`src/fetch_pkg.sv`:
```
package fetch_pkg;

  //////////////////////////////
  // Widths with a meaning
  //////////////////////////////

  // Byte address and instruction word
  typedef logic [31:0] addr_t;
  typedef logic [31:0] instr_t;
  // Trap vector base, address bits 31 to 7
  typedef logic [24:0] mtvec_t;
  // Interrupt index for vectored traps
  typedef logic [4:0]  irq_id_t;

  //////////////////////////////
  // Encodings
  //////////////////////////////

  typedef enum logic [2:0] {
    PC_BOOT,
    PC_JUMP,
    PC_BRANCH,
    PC_MRET,
    PC_TRAP_EXC,
    PC_TRAP_IRQ
  } pc_mux_e;

  // Fetch controller states
  typedef enum logic [1:0] {
    IDLE,
    FETCH,
    WAIT_FLUSH
  } fetch_state_e;

  //////////////////////////////
  // Bundles
  //////////////////////////////

  // Controller to fetch stage, 11 bits
  typedef struct packed {
    logic    pc_set;
    pc_mux_e pc_mux;
    irq_id_t irq_id;
    logic    kill_if;
    logic    halt_if;
  } ctrl_fetch_t;

  // One buffered fetch, 65 bits
  typedef struct packed {
    instr_t instr;
    addr_t  addr;
    logic   err;
  } fetch_entry_t;

  // IF/ID pipeline register, 66 bits
  typedef struct packed {
    logic   instr_valid;
    instr_t instr;
    addr_t  pc;
    logic   bus_err;
  } if_id_pipe_t;

  // Buffer sizing
  localparam int FIFO_DEPTH      = 2;
  localparam int MAX_OUTSTANDING = 2;
  localparam int CNT_W           = 2;
  localparam int PTR_W           = $clog2(FIFO_DEPTH);
  localparam int AQ_PTR_W        = $clog2(MAX_OUTSTANDING);

endpackage
```
`src/bus_pkg.sv`:
```
package bus_pkg;

  // Address type is shared with the fetch side
  import fetch_pkg::*;

  //////////////////////////////
  // Instruction bus payloads
  //////////////////////////////

  // Request payload, qualified by req/gnt
  typedef struct packed {
    addr_t addr;
  } bus_req_t;

  // Response payload, qualified by rvalid, 33 bits
  typedef struct packed {
    instr_t rdata;
    // Bus error for this word
    logic   err;
  } bus_resp_t;

endpackage

```
`src/if_stage.sv`:
```
`timescale 1ns/1ps

module if_stage import fetch_pkg::*, bus_pkg::*; (
  input  logic        clk,
  input  logic        rst_n,
  input  ctrl_fetch_t ctrl_i,
  // Redirect targets
  input  addr_t       boot_addr_i,
  input  addr_t       jump_target_i,
  input  addr_t       branch_target_i,
  input  addr_t       mepc_i,
  input  mtvec_t      mtvec_addr_i,
  // Instruction bus
  output logic        bus_req_o,
  output bus_req_t    bus_addr_o,
  input  logic        bus_gnt_i,
  input  logic        bus_rvalid_i,
  input  bus_resp_t   bus_resp_i,
  // Decode handshake
  input  logic        id_ready_i,
  output logic        if_valid_o,
  output if_id_pipe_t if_id_pipe_o,
  output addr_t       pc_if_o,
  output logic        if_busy_o,
  output logic        csr_mtvec_init_o
);

  addr_t            redirect_addr;
  addr_t            fetch_addr;
  logic             room;
  logic             keep;
  logic             fetch_busy;
  logic [CNT_W-1:0] outstanding;
  logic [CNT_W-1:0] fifo_count;
  fetch_entry_t     head;
  logic             head_valid;
  logic             bus_grant;
  logic             flush;
  logic             pop;
  // Request held over a redirect, its response is stale
  logic             stale_q;
  logic             pipe_valid_q;
  fetch_entry_t     pipe_entry_q;

  pc_select i_pc_select (
    .ctrl_i          (ctrl_i),
    .boot_addr_i     (boot_addr_i),
    .jump_target_i   (jump_target_i),
    .branch_target_i (branch_target_i),
    .mepc_i          (mepc_i),
    .mtvec_addr_i    (mtvec_addr_i),
    .redirect_addr_o (redirect_addr)
  );

  fetch_ctrl i_fetch_ctrl (
    .clk             (clk),
    .rst_n           (rst_n),
    .pc_set_i        (ctrl_i.pc_set),
    .redirect_addr_i (redirect_addr),
    .room_i          (room),
    .bus_gnt_i       (bus_gnt_i),
    .bus_req_o       (bus_req_o),
    .bus_addr_o      (bus_addr_o),
    .fetch_addr_o    (fetch_addr),
    .busy_o          (fetch_busy)
  );

  txn_counter i_txn_counter (
    .clk           (clk),
    .rst_n         (rst_n),
    .grant_i       (bus_grant),
    .rvalid_i      (bus_rvalid_i),
    .flush_i       (flush),
    .fifo_count_i  (fifo_count),
    .room_o        (room),
    .keep_o        (keep),
    .outstanding_o (outstanding)
  );

  prefetch_fifo i_prefetch_fifo (
    .clk          (clk),
    .rst_n        (rst_n),
    .grant_i      (bus_grant),
    .grant_addr_i (fetch_addr),
    .push_i       (keep),
    .resp_i       (bus_resp_i),
    .pop_i        (pop),
    .flush_i      (flush),
    .head_o       (head),
    .valid_o      (head_valid),
    .count_o      (fifo_count)
  );

  //////////////////////////////
  // Flush and handshake
  //////////////////////////////

  assign bus_grant = bus_req_o && bus_gnt_i;
  // Grant of a held request counts as part of the flushed stream
  assign flush     = ctrl_i.pc_set || (stale_q && bus_grant);

  always_ff @(posedge clk or negedge rst_n) begin
    if (!rst_n) begin
      stale_q <= 1'b0;
    end else if (ctrl_i.pc_set && bus_req_o && !bus_gnt_i) begin
      stale_q <= 1'b1;
    end else if (bus_grant) begin
      stale_q <= 1'b0;
    end
  end

  assign if_valid_o       = head_valid && !ctrl_i.kill_if && !ctrl_i.halt_if;
  // Kill drops the head without decode taking it
  assign pop              = (if_valid_o && id_ready_i) || (ctrl_i.kill_if && head_valid);
  assign pc_if_o          = head.addr;
  assign if_busy_o        = fetch_busy || (outstanding != '0);
  assign csr_mtvec_init_o = ctrl_i.pc_set && (ctrl_i.pc_mux == PC_BOOT);

  //////////////////////////////
  // IF/ID pipeline register
  //////////////////////////////

  always_ff @(posedge clk or negedge rst_n) begin
    if (!rst_n) begin
      pipe_valid_q <= 1'b0;
    end else if (id_ready_i) begin
      // Decode ready, valid follows what was handed over
      pipe_valid_q <= if_valid_o;
    end
  end

  // Frozen while decode stalls
  always_ff @(posedge clk) begin
    if (if_valid_o && id_ready_i) begin
      pipe_entry_q <= head;
    end
  end

  always_comb begin
    if_id_pipe_o.instr_valid = pipe_valid_q;
    if_id_pipe_o.instr       = pipe_entry_q.instr;
    if_id_pipe_o.pc          = pipe_entry_q.addr;
    if_id_pipe_o.bus_err     = pipe_entry_q.err;
  end

endmodule

```
`src/prefetch_fifo.sv`:
```
`timescale 1ns/1ps

module prefetch_fifo import fetch_pkg::*, bus_pkg::*; (
  input  logic             clk,
  input  logic             rst_n,
  input  logic             grant_i,
  input  addr_t            grant_addr_i,
  input  logic             push_i,
  input  bus_resp_t        resp_i,
  input  logic             pop_i,
  input  logic             flush_i,
  output fetch_entry_t     head_o,
  output logic             valid_o,
  output logic [CNT_W-1:0] count_o
);

  // Addresses of granted fetches, oldest first
  addr_t              aq_mem [MAX_OUTSTANDING];
  logic [AQ_PTR_W-1:0] aq_wr_q, aq_rd_q;

  // Entry ring
  fetch_entry_t       mem [FIFO_DEPTH];
  logic [PTR_W-1:0]   wr_ptr_q, rd_ptr_q;
  logic [CNT_W-1:0]   count_q;
  logic               do_pop;

  assign valid_o = (count_q != '0);
  assign count_o = count_q;
  assign head_o  = mem[rd_ptr_q];
  // Popping an empty ring is ignored
  assign do_pop  = pop_i && valid_o;

  //////////////////////////////
  // Pointers and fill level
  //////////////////////////////

  always_ff @(posedge clk or negedge rst_n) begin
    if (!rst_n) begin
      aq_wr_q  <= '0;
      aq_rd_q  <= '0;
      wr_ptr_q <= '0;
      rd_ptr_q <= '0;
      count_q  <= '0;
    end else if (flush_i) begin
      // Old stream gone, discarded fetches leave no queued address
      aq_wr_q  <= '0;
      aq_rd_q  <= '0;
      wr_ptr_q <= '0;
      rd_ptr_q <= '0;
      count_q  <= '0;
    end else begin
      if (grant_i) begin
        aq_wr_q <= aq_wr_q + 1'b1;
      end
      if (push_i) begin
        aq_rd_q  <= aq_rd_q + 1'b1;
        wr_ptr_q <= wr_ptr_q + 1'b1;
      end
      if (do_pop) begin
        rd_ptr_q <= rd_ptr_q + 1'b1;
      end
      count_q <= count_q + CNT_W'(push_i) - CNT_W'(do_pop);
    end
  end

  //////////////////////////////
  // Storage
  //////////////////////////////

  always_ff @(posedge clk) begin
    if (grant_i) begin
      aq_mem[aq_wr_q] <= grant_addr_i;
    end
    // Response joins the address queued at its grant
    if (push_i) begin
      mem[wr_ptr_q] <= '{instr: resp_i.rdata, addr: aq_mem[aq_rd_q], err: resp_i.err};
    end
  end

endmodule

```
`src/txn_counter.sv`:
```
`timescale 1ns/1ps

module txn_counter import fetch_pkg::*; (
  input  logic             clk,
  input  logic             rst_n,
  input  logic             grant_i,
  input  logic             rvalid_i,
  input  logic             flush_i,
  input  logic [CNT_W-1:0] fifo_count_i,
  output logic             room_o,
  output logic             keep_o,
  output logic [CNT_W-1:0] outstanding_o
);

  logic [CNT_W-1:0] outstanding_q, outstanding_n;
  // Responses still owed to a flushed stream
  logic [CNT_W-1:0] discard_q;
  // Bus slots plus buffer slots in use
  logic [CNT_W:0]   fill;

  assign outstanding_n = outstanding_q + CNT_W'(grant_i) - CNT_W'(rvalid_i);
  assign fill          = {1'b0, outstanding_q} + {1'b0, fifo_count_i};

  // Every issued fetch must find a free buffer slot
  assign room_o        = (outstanding_q < MAX_OUTSTANDING) && (fill < FIFO_DEPTH);
  assign keep_o        = rvalid_i && (discard_q == '0);
  assign outstanding_o = outstanding_q;

  always_ff @(posedge clk or negedge rst_n) begin
    if (!rst_n) begin
      outstanding_q <= '0;
      discard_q     <= '0;
    end else begin
      outstanding_q <= outstanding_n;
      if (flush_i) begin
        // Whatever is left on the bus belongs to the old stream
        discard_q <= outstanding_n;
      end else if (rvalid_i && (discard_q != '0)) begin
        discard_q <= discard_q - 1'b1;
      end
    end
  end

endmodule

```
`src/fetch_ctrl.sv`:
```
`timescale 1ns/1ps

module fetch_ctrl import fetch_pkg::*, bus_pkg::*; (
  input  logic     clk,
  input  logic     rst_n,
  input  logic     pc_set_i,
  input  addr_t    redirect_addr_i,
  input  logic     room_i,
  input  logic     bus_gnt_i,
  output logic     bus_req_o,
  output bus_req_t bus_addr_o,
  output addr_t    fetch_addr_o,
  output logic     busy_o
);

  fetch_state_e state_q, state_n;
  addr_t        fetch_addr_q, fetch_addr_n;
  // Old request address held across a redirect
  addr_t        hold_addr_q;
  // Request was high last cycle without a grant
  logic         pend_q;
  logic         grant;

  //////////////////////////////
  // Bus request
  //////////////////////////////

  // A pending request must stay up, new ones need room and no redirect
  always_comb begin
    unique case (state_q)
      FETCH:      bus_req_o = pend_q || (room_i && !pc_set_i);
      WAIT_FLUSH: bus_req_o = 1'b1;
      default:    bus_req_o = 1'b0;
    endcase
  end

  assign grant = bus_req_o && bus_gnt_i;

  // Stale address while waiting out the held request
  assign bus_addr_o.addr = (state_q == WAIT_FLUSH) ? hold_addr_q : fetch_addr_q;
  assign fetch_addr_o    = fetch_addr_q;
  assign busy_o          = (state_q != IDLE);

  //////////////////////////////
  // Next state and address
  //////////////////////////////

  always_comb begin
    state_n      = state_q;
    fetch_addr_n = fetch_addr_q;
    unique case (state_q)
      IDLE: begin
        if (pc_set_i) begin
          state_n      = FETCH;
          fetch_addr_n = redirect_addr_i;
        end
      end
      FETCH: begin
        if (pc_set_i) begin
          fetch_addr_n = redirect_addr_i;
          // Ungranted request has to be carried to its grant
          if (bus_req_o && !bus_gnt_i) begin
            state_n = WAIT_FLUSH;
          end
        end else if (grant) begin
          fetch_addr_n = fetch_addr_q + 32'd4;
        end
      end
      WAIT_FLUSH: begin
        // A later redirect only replaces the target
        if (pc_set_i) begin
          fetch_addr_n = redirect_addr_i;
        end
        if (bus_gnt_i) begin
          state_n = FETCH;
        end
      end
      default: state_n = IDLE;
    endcase
  end

  always_ff @(posedge clk or negedge rst_n) begin
    if (!rst_n) begin
      state_q      <= IDLE;
      fetch_addr_q <= '0;
      pend_q       <= 1'b0;
    end else begin
      state_q      <= state_n;
      fetch_addr_q <= fetch_addr_n;
      pend_q       <= bus_req_o && !bus_gnt_i;
    end
  end

  // Capture the address of the request left hanging
  always_ff @(posedge clk) begin
    if ((state_q == FETCH) && (state_n == WAIT_FLUSH)) begin
      hold_addr_q <= fetch_addr_q;
    end
  end

endmodule

```
`src/pc_select.sv`:
```
`timescale 1ns/1ps

module pc_select import fetch_pkg::*; (
  input  ctrl_fetch_t ctrl_i,
  input  addr_t       boot_addr_i,
  input  addr_t       jump_target_i,
  input  addr_t       branch_target_i,
  input  addr_t       mepc_i,
  input  mtvec_t      mtvec_addr_i,
  output addr_t       redirect_addr_o
);

  addr_t boot_aligned;
  addr_t trap_exc_addr;
  addr_t trap_irq_addr;

  // Boot target forced to a word boundary
  assign boot_aligned  = {boot_addr_i[31:2], 2'b00};

  // All exceptions land on the vector base
  assign trap_exc_addr = {mtvec_addr_i, 7'h00};

  // Interrupts are vectored, base plus four times the index
  assign trap_irq_addr = {mtvec_addr_i, ctrl_i.irq_id, 2'b00};

  //////////////////////////////
  // Redirect target mux
  //////////////////////////////

  always_comb begin
    // Boot as the fallback for unused codes
    redirect_addr_o = boot_aligned;
    unique case (ctrl_i.pc_mux)
      PC_BOOT:     redirect_addr_o = boot_aligned;
      PC_JUMP:     redirect_addr_o = jump_target_i;
      PC_BRANCH:   redirect_addr_o = branch_target_i;
      // Return from trap restores the saved pc
      PC_MRET:     redirect_addr_o = mepc_i;
      PC_TRAP_EXC: redirect_addr_o = trap_exc_addr;
      PC_TRAP_IRQ: redirect_addr_o = trap_irq_addr;
      default:     redirect_addr_o = boot_aligned;
    endcase
  end

endmodule

```
`config.mk`:
```
export PLATFORM = sky130hd
export DESIGN_NAME = if_stage
export DESIGN_NICKNAME = d
export VERILOG_FILES = /design/src/fetch_pkg.sv /design/src/bus_pkg.sv /design/src/if_stage.sv /design/src/prefetch_fifo.sv /design/src/txn_counter.sv /design/src/fetch_ctrl.sv /design/src/pc_select.sv
export SDC_FILE = /design/constraint.sdc
export NUM_CORES = 1
export LEC_CHECK = 0
export BUFFER_PORTS_ARGS = -buffer_cell sky130_fd_sc_hd__buf_2
export CAP_MARGIN = 10
export CELL_PAD_IN_SITES_DETAIL_PLACEMENT = 2
export CELL_PAD_IN_SITES_GLOBAL_PLACEMENT = 2
export CORE_UTILIZATION = 30
export CTS_CLUSTER_DIAMETER = 50
export CTS_CLUSTER_SIZE = 24
export DETAILED_ROUTE_END_ITERATION = 16
export GPL_ROUTABILITY_DRIVEN = 0
export PLACE_DENSITY_LB_ADDON = 0.1
export SLEW_MARGIN = 0
export SYNTH_ARGS = -nofsm -noshare
export SYNTH_HDL_FRONTEND = slang
export SYNTH_SLANG_ARGS = --single-unit
```
`constraint.sdc`:
```
create_clock -name clk -period 4.2 [get_ports clk]
set_input_delay 1.05 -clock clk [delete_from_list [all_inputs] [get_ports clk]]
set_output_delay 1.05 -clock clk [all_outputs]
set_load 0.01 [all_outputs]
```
==> out/results.tsv <==
stage	metric	value	unit
synthesis	EDFF count, synth	291	
hold_path	HP Class	in2async	
critical_path	CP Launch Type	flop	
power	Leak	6.92	nW
clocking	clk slew on worst S/H paths	60	ps
grt	vias in the first global route	10600	
synthesis	syn nets	1224	
critical_path	Max FO, Critical Path	4	
critical_path	reg2reg start	i_fetch_ctrl.state_q[0]	
route	Iter 0 DRT Violations	417	
synthesis	Top FF cell, synth	edfxtp_1	
route	wire per inst	22.0	µm
grt	total gr overflow	0	
route	Via-to-Cell Ratio	4.87	
finish	commonest non-fill, non-tap cell in the layout	buf_2	
floorplanning	Die ar.	50500	µm²
sta	fin crit period	3730	ps
finish	fillcell total	4967	
synthesis	syn avg cell area	14.7	µm²
finish	design area	18500	µm²
clocking	H-tree Lvls	2	
sta	fin. max-slew vios	0	
sta	Max-slew headroom	0.298	
power	Power Density	604	nW/µm²
grt	Total Routing Usage GR	0.176	
critical_path	CP arrival	2680	ps
floorplanning	row count	81	
critical_path	worst path cell trace	and2_1, fa_1, nor4_1, o21a_1, o21ai_0, inv_1, buf_2	
clocking	clk buf depth	3	
grt	largest net degree at the start of global routing	66	
finish	Storage cell area	9920	µm²
critical_path	Buf+Inv Stages, Crit Path	2	
floorplanning	Initial Util	0.304	
sta	setup tns final	0	ps
route	WL final	44300	µm
critical_path	CP Data Required Time	3150	ps
critical_path	Setup Crit Path Kind	reg2out	
placed_design	port buffer count	333	
placed_design	dpl hpwl	31400	µm
sta	Setup violations, final	0	
route	detailed-route via count	9821	
route	Antenna Nets Post-Route	0	
sta	skew final	22.4	ps
clocking	Clk Latency, worst-skew pair	530	ps
clocking	CTS root buffer	clkbuf_16	
finish	ANT cells	0	
finish	most frequent cells in the layout	buf_2, edfxtp_1, mux2_2	
flow_run	Max-cap violations	0	
synthesis	Cells after Synth	1011	
sta	Period Utilization, post-route	0.889	
sta	f_max	268	MHz
power	total power	11.2	mW
clocking	clock sink total	338	
route	Initial DRT Pass Iterations	5	
clocking	Post-CTS Resized	0	
clocking	hold_buf cts	0	
status	status	complete, no violations	
critical_path	slowest cell on the critical path	o21ai_0	
placed_design	Place WS	516	ps
finish	Area Overhead vs Synth	24.3	%
grt	first-pass GRT wire length	66700	µm
critical_path	Crit Reg-Reg Endpoint	i_fetch_ctrl.fetch_addr_o[27]	
critical_path	reg2reg setup slack	990	ps
synthesis	count of cell types in the netlist	69	
clocking	setup repair bufs after CTS	0	
finish	Multi-input gate area	4450	µm²
sta	RSZ-0062 raised after global routing	false	
floorplanning	Die Y	225	µm
finish	Finished Layout Cells	2017	
critical_path	top cell family by delay on the critical path	compound AO/OA/AOI/OAI gates	
synthesis	FF+latch count, synth	338	
floorplanning	core footprint	49000	µm²
critical_path	delay of the slowest cell on the worst path	600	ps
placed_design	DP Area	17200	µm²
grt	antenna violations before repair	3	
floorplanning	I/O pin cnt	336	
synthesis	Ys Warns	0	
sta	post-route setup slack	468	ps
finish	final net count	1537	
finish	layout cell share with drive strength beyond 1	0.435	
synthesis	Cell Area, Synth	14900	µm²
critical_path	reg2reg path depth	9	
clocking	CTS buffer count	37	
route	# DRC	0	
floorplanning	die width	225	µm
sta	final hold violations	0	
sta	worst slew pin tran	1050	ps
clocking	TritonCTS clock tree	yes	
placed_design	placed instance count	1949	
critical_path	CP Capture Type	primary output	
synthesis	Post-synth ARST share	0.139	
power	Peak VDD IR	0.246	mV
synthesis	sequential share of the synthesized area	0.666	
per-layer routing:
layer | track usage | part of all wire | vias to the layer above
li1 | - | - | 4550
met1 | 0.234 | 0.45 | 4934
met2 | 0.296 | 0.48 | 282
met3 | 0.0325 | 0.050 | 49
met4 | 0.0386 | 0.015 | 6
met5 | 0 | 0.00072 | -
worst reg2reg max path, cell delays in order, from the launching register on:
cell and delay (ps):
dfrtp_1 440, inv_1 180, ha_2 320, buf_4 470, nor3_2 100, buf_4 320
a2111oi_0 760, buf_4 250, a41oi_1 50, o22a_1 210
cells in the mapped netlist, types with 4 or more instances:
cell	instances	share of area
a211oi_1	4	0.0020
a21oi_1	44	0.015
a221oi_1	6	0.0035
a22o_1	5	0.0029
a2bb2oi_1	6	0.0035
a31oi_1	8	0.0034
and2_1	7	0.0029
and3_1	9	0.0038
buf_1	10	0.0025
buf_2	14	0.0047
buf_4	33	0.017
clkbuf_1	33	0.0083
dfrtp_1	47	0.079
edfxtp_1	291	0.59
ha_1	10	0.0084
inv_1	22	0.0055
mux2_2	136	0.10
mux2i_1	27	0.018
nand2_1	48	0.012
nand3_1	17	0.0057
nand4_1	11	0.0046
nor2_1	33	0.0083
nor2b_1	5	0.0021
nor3_1	9	0.0030
nor4_1	5	0.0021
o211ai_1	6	0.0030
o21a_1	6	0.0030
o21ai_0	39	0.013
o21ai_1	4	0.0013
o221ai_1	9	0.0053
o22a_1	12	0.0071
o22ai_1	13	0.0055
o32a_1	7	0.0047
or3_1	8	0.0034
xnor2_1	4	0.0024
metrics by stage:
stage,utilization,hold WS (ps)
after floorplan,-,454
after detailed placement,0.352,524
after global placement,0.352,509
final,0.378,394
after CTS,0.378,375
after global routing,0.378,393
final cells by class:
type / count / area share
Clock buffer: 39 / 0.0527
Clock inverter: 29 / 0.0159
Inverter: 23 / 0.00467
Multi-Input combinational cell: 559 / 0.241
Sequential cell: 338 / 0.536
Tap cell: 664 / 0.0449
Timing Repair Buffer: 365 / 0.105
sequential cells by signal, indices dropped and copies added, names as in the netlist, 2 cells and up:
register / count
i_prefetch_fifo.mem: 130
if_id_pipe_o: 65
i_prefetch_fifo.aq_mem: 64
i_fetch_ctrl.fetch_addr_o: 32
i_fetch_ctrl.hold_addr_q: 32
i_fetch_ctrl.state_q: 2
i_prefetch_fifo.count_o: 2
i_txn_counter.discard_q: 2
i_txn_counter.outstanding_o: 2
how the worst max path moves through the flow:
stage,from,endpoint,slack [ps],cells after the start
after floorplan,ctrl_i[10],i_fetch_ctrl.hold_addr_q[0],510,5
after global placement,ctrl_i[9],i_fetch_ctrl.fetch_addr_o[27],590,9
after detailed placement,ctrl_i[9],i_fetch_ctrl.fetch_addr_o[27],520,9
after CTS,i_prefetch_fifo.count_o[0],bus_req_o,380,7
after global routing,i_prefetch_fifo.count_o[0],bus_req_o,310,7
final,i_txn_counter.outstanding_o[0],bus_req_o,470,7
cell families (layout without fill, tap and decap cells):
| logic type | after synthesis | count (layout) | synth area share |
|---|---|---|---|
| flops | 338 | 338 | 0.666 |
| fa+ha+maj | 11 | 11 | 0.00975 |
| mux | 166 | 166 | 0.126 |
| compound gates | 206 | 206 | 0.0960 |
| buf+inv | 114 | 456 | 0.0387 |
| xor+xnor | 7 | 7 | 0.00412 |
| simple gates | 169 | 169 | 0.0600 |
where the power goes:
group          switching (mW)  internal (mW)
logic                    1.57           1.23
clock network            1.46           1.88
registers               0.644           4.38
total                    3.68           7.49
Note: power is estimated with default switching activity, not from simulation.
